==> src/design/exStage_macros.svh <==
`ifndef EXSTAGE_MACROS_SVH
`define EXSTAGE_MACROS_SVH

// datapath width of the pipeline
`define DATA_WIDTH 32

// register number, rt / rd / writeReg
`define REG_ADDR_WIDTH 5

// main opcode field, the funct field has the same width
`define OPCODE_WIDTH 6

`endif

==> src/design/exStagePkg.sv <==
`include "exStage_macros.svh"

package exStagePkg;

  // main opcode values as they appear in the instruction word
  typedef enum logic [`OPCODE_WIDTH-1:0] {
    opRtype = 6'h00,
    opBeq   = 6'h04,
    opAddi  = 6'h08,
    opSlti  = 6'h0A,
    opAndi  = 6'h0C,
    opOri   = 6'h0D,
    opLw    = 6'h23,
    opSw    = 6'h2B
  } aluOpT;

  // operation selected inside the ALU
  typedef enum logic [3:0] {
    aluAnd = 4'b0000,
    aluOr  = 4'b0001,
    aluAdd = 4'b0010,
    aluXor = 4'b0011,
    aluSub = 4'b0110,
    aluSlt = 4'b0111,
    aluSll = 4'b1000,
    aluSrl = 4'b1001,
    aluNor = 4'b1100
  } aluFuncT;

  // control bits produced by decode
  typedef struct packed {
    logic regWrite;
    logic memToReg;
    logic branch;
    logic memRead;
    logic memWrite;
    logic regDst;
    logic aluSrc;
  } ctrlT;

  // ID/EX pipeline register contents
  typedef struct packed {
    ctrlT                       ctrl;
    aluOpT                      aluOp;
    logic [`DATA_WIDTH-1:0]     pcPlus4;
    logic [`DATA_WIDTH-1:0]     readData1;
    logic [`DATA_WIDTH-1:0]     readData2;
    logic [`DATA_WIDTH-1:0]     signExt;
    logic [`REG_ADDR_WIDTH-1:0] rt;
    logic [`REG_ADDR_WIDTH-1:0] rd;
  } idExT;

  // EX/MEM pipeline register contents, regDst and aluSrc are consumed here
  typedef struct packed {
    logic                       regWrite;
    logic                       memToReg;
    logic                       branch;
    logic                       memRead;
    logic                       memWrite;
    logic [`DATA_WIDTH-1:0]     branchTarget;
    logic                       zero;
    logic [`DATA_WIDTH-1:0]     aluResult;
    logic [`DATA_WIDTH-1:0]     readData2;
    logic [`REG_ADDR_WIDTH-1:0] writeReg;
  } exMemT;

endpackage

==> src/design/alu32.sv <==
`timescale 1ns/100ps

`include "exStage_macros.svh"

module alu32 import exStagePkg::*; (
  input  aluFuncT                          aluFunc,
  input  logic [`DATA_WIDTH-1:0]           a,
  input  logic [`DATA_WIDTH-1:0]           b,
  input  logic [$clog2(`DATA_WIDTH)-1:0]   shamt,
  output logic [`DATA_WIDTH-1:0]           result,
  output logic                             zero
);

  logic [`DATA_WIDTH-1:0] sum;
  logic [`DATA_WIDTH-1:0] diff;
  logic                   lessThan;

  assign sum  = a + b;
  assign diff = a - b;

  // signed compare for slt / slti
  assign lessThan = $signed(a) < $signed(b);

  always_comb begin
    case (aluFunc)
      aluAnd: begin
        result = a & b;
      end
      aluOr: begin
        result = a | b;
      end
      aluAdd: begin
        result = sum;
      end
      aluSub: begin
        result = diff;
      end
      aluSlt: begin
        result = {{(`DATA_WIDTH-1){1'b0}}, lessThan};
      end
      aluNor: begin
        result = ~(a | b);
      end
      aluXor: begin
        result = a ^ b;
      end
      // shifts act on the second operand, as in MIPS
      aluSll: begin
        result = b << shamt;
      end
      aluSrl: begin
        result = b >> shamt;
      end
      default: begin
        result = sum;
      end
    endcase
  end

  // zero drives the beq decision downstream
  assign zero = (result == '0);

endmodule

==> src/design/aluControl.sv <==
`timescale 1ns/100ps

`include "exStage_macros.svh"

module aluControl import exStagePkg::*; (
  input  aluOpT                   aluOp,
  input  logic [`OPCODE_WIDTH-1:0] funct,
  output aluFuncT                 aluFunc
);

  // R-type funct codes
  localparam logic [`OPCODE_WIDTH-1:0] FunctSll = 6'h00;
  localparam logic [`OPCODE_WIDTH-1:0] FunctSrl = 6'h02;
  localparam logic [`OPCODE_WIDTH-1:0] FunctAdd = 6'h20;
  localparam logic [`OPCODE_WIDTH-1:0] FunctSub = 6'h22;
  localparam logic [`OPCODE_WIDTH-1:0] FunctAnd = 6'h24;
  localparam logic [`OPCODE_WIDTH-1:0] FunctOr  = 6'h25;
  localparam logic [`OPCODE_WIDTH-1:0] FunctXor = 6'h26;
  localparam logic [`OPCODE_WIDTH-1:0] FunctNor = 6'h27;
  localparam logic [`OPCODE_WIDTH-1:0] FunctSlt = 6'h2A;

  aluFuncT rtypeFunc;

  // funct decode, only meaningful for R-type
  always_comb begin
    case (funct)
      FunctAdd: rtypeFunc = aluAdd;
      FunctSub: rtypeFunc = aluSub;
      FunctAnd: rtypeFunc = aluAnd;
      FunctOr:  rtypeFunc = aluOr;
      FunctXor: rtypeFunc = aluXor;
      FunctNor: rtypeFunc = aluNor;
      FunctSlt: rtypeFunc = aluSlt;
      FunctSll: rtypeFunc = aluSll;
      FunctSrl: rtypeFunc = aluSrl;
      default:  rtypeFunc = aluAdd;
    endcase
  end

  always_comb begin
    case (aluOp)
      opRtype: aluFunc = rtypeFunc;
      // address calculation for memory ops
      opAddi,
      opLw,
      opSw:    aluFunc = aluAdd;
      opAndi:  aluFunc = aluAnd;
      opOri:   aluFunc = aluOr;
      opSlti:  aluFunc = aluSlt;
      // beq compares by subtracting
      opBeq:   aluFunc = aluSub;
      default: aluFunc = aluAdd;
    endcase
  end

endmodule

==> src/design/executeUnit.sv <==
`timescale 1ns/100ps

`include "exStage_macros.svh"

module executeUnit import exStagePkg::*; (
  input  logic  Clk,
  input  logic  reset,
  input  idExT  idExIn,
  output exMemT exMemOut
);

  // ID/EX register output
  idExT  idExQ;

  // combinational result of the execute stage
  exMemT exMemD;

  // both registers load every cycle, no stall path

  always_ff @(posedge Clk) begin
    if (reset) begin
      idExQ <= '0;
    end else begin
      idExQ <= idExIn;
    end
  end

  stageEx stageEx_i (
    .idEx  (idExQ),
    .exMem (exMemD)
  );

  // EX/MEM register, clearing it also clears the memory control bits
  always_ff @(posedge Clk) begin
    if (reset) begin
      exMemOut <= '0;
    end else begin
      exMemOut <= exMemD;
    end
  end

endmodule

==> src/design/stageEx.sv <==
`timescale 1ns/100ps

`include "exStage_macros.svh"

module stageEx import exStagePkg::*; (
  input  idExT  idEx,
  output exMemT exMem
);

  aluFuncT                     aluFunc;
  logic [`DATA_WIDTH-1:0]      aluB;
  logic [`DATA_WIDTH-1:0]      aluResult;
  logic                        zero;
  logic [`DATA_WIDTH-1:0]      branchTarget;
  logic [`REG_ADDR_WIDTH-1:0]  writeReg;

  // second operand, immediate when aluSrc is set
  assign aluB = idEx.ctrl.aluSrc ? idEx.signExt : idEx.readData2;

  // destination register, rd for R-type
  assign writeReg = idEx.ctrl.regDst ? idEx.rd : idEx.rt;

  // word offset to byte offset, relative to PC+4
  assign branchTarget = idEx.pcPlus4 + (idEx.signExt << 2);

  // funct sits in the low bits of the sign-extended immediate
  aluControl aluControl_i (
    .aluOp   (idEx.aluOp),
    .funct   (idEx.signExt[`OPCODE_WIDTH-1:0]),
    .aluFunc (aluFunc)
  );

  alu32 alu32_i (
    .aluFunc (aluFunc),
    .a       (idEx.readData1),
    .b       (aluB),
    .shamt   (idEx.signExt[10:6]),
    .result  (aluResult),
    .zero    (zero)
  );

  always_comb begin
    exMem.regWrite     = idEx.ctrl.regWrite;
    exMem.memToReg     = idEx.ctrl.memToReg;
    exMem.branch       = idEx.ctrl.branch;
    exMem.memRead      = idEx.ctrl.memRead;
    exMem.memWrite     = idEx.ctrl.memWrite;
    exMem.branchTarget = branchTarget;
    exMem.zero         = zero;
    exMem.aluResult    = aluResult;
    // store data goes to memory untouched
    exMem.readData2    = idEx.readData2;
    exMem.writeReg     = writeReg;
  end

endmodule

==> config.mk <==
export PLATFORM = sky130hd
export DESIGN_NAME = executeUnit
export DESIGN_NICKNAME = d
export VERILOG_FILES = /design/src/design/exStagePkg.sv /design/src/design/alu32.sv /design/src/design/aluControl.sv /design/src/design/executeUnit.sv /design/src/design/stageEx.sv
export VERILOG_INCLUDE_DIRS = /design/src /design/src/design
export SDC_FILE = /design/constraint.sdc
export NUM_CORES = 1
export LEC_CHECK = 0
export BUFFER_PORTS_ARGS = -buffer_cell sky130_fd_sc_hd__clkbuf_2
export CAP_MARGIN = 20
export CORE_ASPECT_RATIO = 1.25
export CORE_MARGIN = 5
export CORE_UTILIZATION = 54
export DETAILED_ROUTE_END_ITERATION = 10
export PLACE_DENSITY = 0.78
export SKIP_CTS_REPAIR_TIMING = 1
export SLEW_MARGIN = 10
export SYNTH_ARGS = -nofsm -noshare
export SYNTH_HDL_FRONTEND = slang
export SYNTH_HIERARCHICAL = 1
export SYNTH_SLANG_ARGS = --single-unit
==> constraint.sdc <==
create_clock -name Clk -period 4.78 [get_ports Clk]
set_input_delay 0.478 -clock Clk [delete_from_list [all_inputs] [get_ports Clk]]
set_output_delay 0.478 -clock Clk [all_outputs]
set_load 0.005 [all_outputs]
==> impl_results.md <==
* Setup violators final at 1
* Initial Util at around 55%
* Status: finished, violations left
* H-tree depth reported by CTS at 1
* Via-to-Cell Ratio at between 6 and 7
* Post-synthesis cell type count at about 100
* Hold Path Class: in -> reg
* CP Cell Sequence: buf_12 -> mux2_2 -> inv_1 -> ha_2 -> a21oi_1 -> o211ai_1 -> a31oi_1 -> a21oi_2 -> o41ai_4 -> o221ai_1 -> a211o_1 -> or4bb_1 -> nor4_2 -> buf_4 -> nand3_1 -> nor4_2 -> nor2b_1
* Final hold violation count at 0
* Logic pwr share at 35.0%
* DPL Wire Length at ~69 mm
* Total CTS buffers at 25
* # port buffers at around 260
* CTS tree: done
* Clock latency on the worst-skew pair at about 0.56 ns
* Crit path max fanout at 14
* DIE WIDTH at 180 um
* Overflow after GRT at 0
* P_sw at between 2 and 2.5 mW
* Pre-CTS WS at -0.463 ns
* Leak pwr at between 10 and 15 nW
* Drt drc at 2
* Deepest clock path buffer count at 3
* CP max stage delay at approximately 0.52 ns
* CP Class: reg -> reg
* Top sig layer: met4
* Root Buffer: clkbuf_16
* Failing checks: design-rule violations, negative setup slack
* Met2 routed WL at slightly below 40 mm
* Pin count of the biggest net entering global routing at roughly 150
* Tcrit/Tclk final at 101%
* Number of global-route vias before repair at 21,200
* Post-synthesis cell count at approximately 2,400
* Final WS setup at -0.0575 ns
* 1st-pass router iterations at 11
* Internal at between 4 and 5 mW
* Critical path's most frequent cell: nor4_2
* Antenna violations before repair at 0
* # IOs at 260
* Worst Path Required at ~5.3 ns
* Clk sink count at about 260
* Post-Syn Area at between 0.015 and 0.02 mm2
* Gr usage total at 40.9%
* Crit path capture type: flip-flop
* Post-synth ARST share at 0%
* Syn Nets at 2,657
* CP max-delay cell: or4bb_1
* Setup TNS at -0.0575 ns
* Post-route ant nets at 0
* Worst Setup Start Kind: flip-flop
* Area delta synth->final at 23.8%
* Iter 0 DRT Violations at approximately 2,700
* Routed wire length at just under 90 mm
* Via Count at between 20,000 and 25,000
* RSZ-0062 raised after global routing: yes
* Flop pwr share at between 30% and 40%
* First-pass GRT wire length at between 100 and 150 mm
* Clock power share at about 29%
* Share of layout cells above drive strength 1 at 28.7%
* Met1 wire length at between 30 and 40 mm
* Pins Over Slew Limit at 0
* Die height at 223 um
* Syn_area_per_cell at 8.21 um2
* Worst vdd ir at around 360 uV
* Commonest cells after routing, fill and taps aside: buf_4 (345), nor2b_1 (278), clkbuf_2 (258)
* Max-Cap Viols at 0
* Ys Warns at 6
* Final nets at between 3,000 and 4,000
* Clock skew at slightly above 0.009 ns
* Core box area at approximately 0.036 mm2
* Wirelength per Cell at 26.2 um
* Worst Tran Pin Value at between 1 and 1.5 ns
* Switching part of the total power at between 30 and 40%
* Worst Path Arrival at roughly 5.3 ns
* Fill cells at between 2,000 and 3,000
* Commonest non-fill, non-tap cell in the layout: buf_4
* RePlAce Congestion at 1.08
* Post-synth top flop: dfxtp_1
* Row count at between 70 and 80
* Tot Pwr at 6.67 mW
* Die Area at ~0.04 mm2
* Cell Pwr Density at 276 mW/mm2
* Slew headroom at around a quarter
* Final worst path period need at 4.84 ns
* Clock slew at reported path FFs at ~0.07 ns
* WL met3 at 8.20 mm
* Post-synth EDFFs at 0
* Peak Freq at ~0.21 GHz
* Post-synthesis sequential area ratio at between 20% and 30%
* Synth Register Bits at roughly 260
## cells by family (layout without fill, tap and decap cells)
kind of cell	count (synthesis)	after routing	share of synthesized area [%]
multiplexers	156	156	10.5
AO/OA/AOI/OAI	640	640	22.8
XOR/XNOR	40	40	1.80
AND/OR/NAND/NOR	826	826	22.3
adder cells (fa/ha/maj)	128	128	8.32
buffers and inverters	328	783	7.82
other	0	1	0
flip-flops	258	258	26.5
## power groups by stage
stage / sequential [mW] / clock (mW) / combinational, mW
2_1_floorplan: 2.40 / 0 / 1.24
3_3_place_gp: 2.41 / 0 / 2.17
3_5_place_dp: 2.42 / 0 / 2.21
4_1_cts: 2.37 / 1.98 / 2.23
5_1_grt: 2.39 / 2.08 / 2.46
6_report: 2.37 / 1.96 / 2.34
## metrics by stage
step	utilization, %	cell area, um2	std cells	hold WS, ns
final	68.0	24200	3306	0.120
after global routing	68.0	24200	3305	0.111
after CTS	67.3	23900	3299	0.105
after detailed placement	65.1	23100	3254	0.421
after global placement	65.1	23100	3254	0.415
after floorplan	-	19500	2376	0.503
## final timing paths
path | startpoint | to | slack [ns] | cells after the start
worst max-delay path | idExQ[144]$_SDFF_PP0_ | exMemOut[69]$_SDFF_PP0_ | -0.06 | 17
worst min-delay path | idExIn[85] | idExQ[85]$_SDFF_PP0_ | 0.12 | 2
worst max register to register | idExQ[144]$_SDFF_PP0_ | exMemOut[69]$_SDFF_PP0_ | -0.06 | 17
worst min register to register | idExQ[147]$_SDFF_PP0_ | exMemOut[103]$_SDFF_PP0_ | 0.43 | 1
## routing by layer
metal | vias up | GRT usage (%)
li1 | 9402 | -
met1 | 9901 | 46.4
met2 | 1501 | 68.4
met3 | 431 | 8.15
met4 | 0 | 29.8
met5 | - | 0
## cell usage after synthesis, types with 33 or more instances
master / number / share of area, %
nor2b_1: 280 / 9.0
mux4_2: 33 / 3.8
mux2_2: 54 / 3.1
a21oi_1: 140 / 3.6
inv_1: 120 / 2.3
mux2i_1: 69 / 3.5
nor2_1: 185 / 3.6
buf_2: 49 / 1.3
nand3_1: 48 / 1.2
clkbuf_1: 88 / 1.7
nand2_1: 138 / 2.7
a21o_1: 33 / 1.3
buf_4: 48 / 1.8
o211ai_1: 40 / 1.5
ha_1: 125 / 8.0
o22ai_1: 37 / 1.2
dfxtp_1: 258 / 26
nor3_1: 40 / 1.0
o21ai_0: 99 / 2.5
## registers in the layout, indices dropped and copies added, names as in the netlist
name and flops:
exMemOut 107, idExQ 151
## final cells by class
class	count	area (um2)	share of cell area [%]
well taps	474	593	2.45
clock buffers	34	701	2.90
flip-flops and latches	258	5180	21.4
repair buffers	615	4120	17.0
multi-input cells	1790	13000	53.9
clock inverters	11	93.8	0.388
inverters	123	462	1.91
diodes	1	2.50	0.0104
## worst max-delay path, delay by kind of cell, from the launching register on
family | cells | cell delay [ns]
AOI/OAI and AO/OA | 7 | 1.92
and+or+nand+nor | 5 | 1.23
buffers and inverters | 3 | 0.50
DFF | 1 | 0.37
muxes | 1 | 0.37
adders and majority gates | 1 | 0.38
Note: power is estimated with default switching activity, not from simulation.
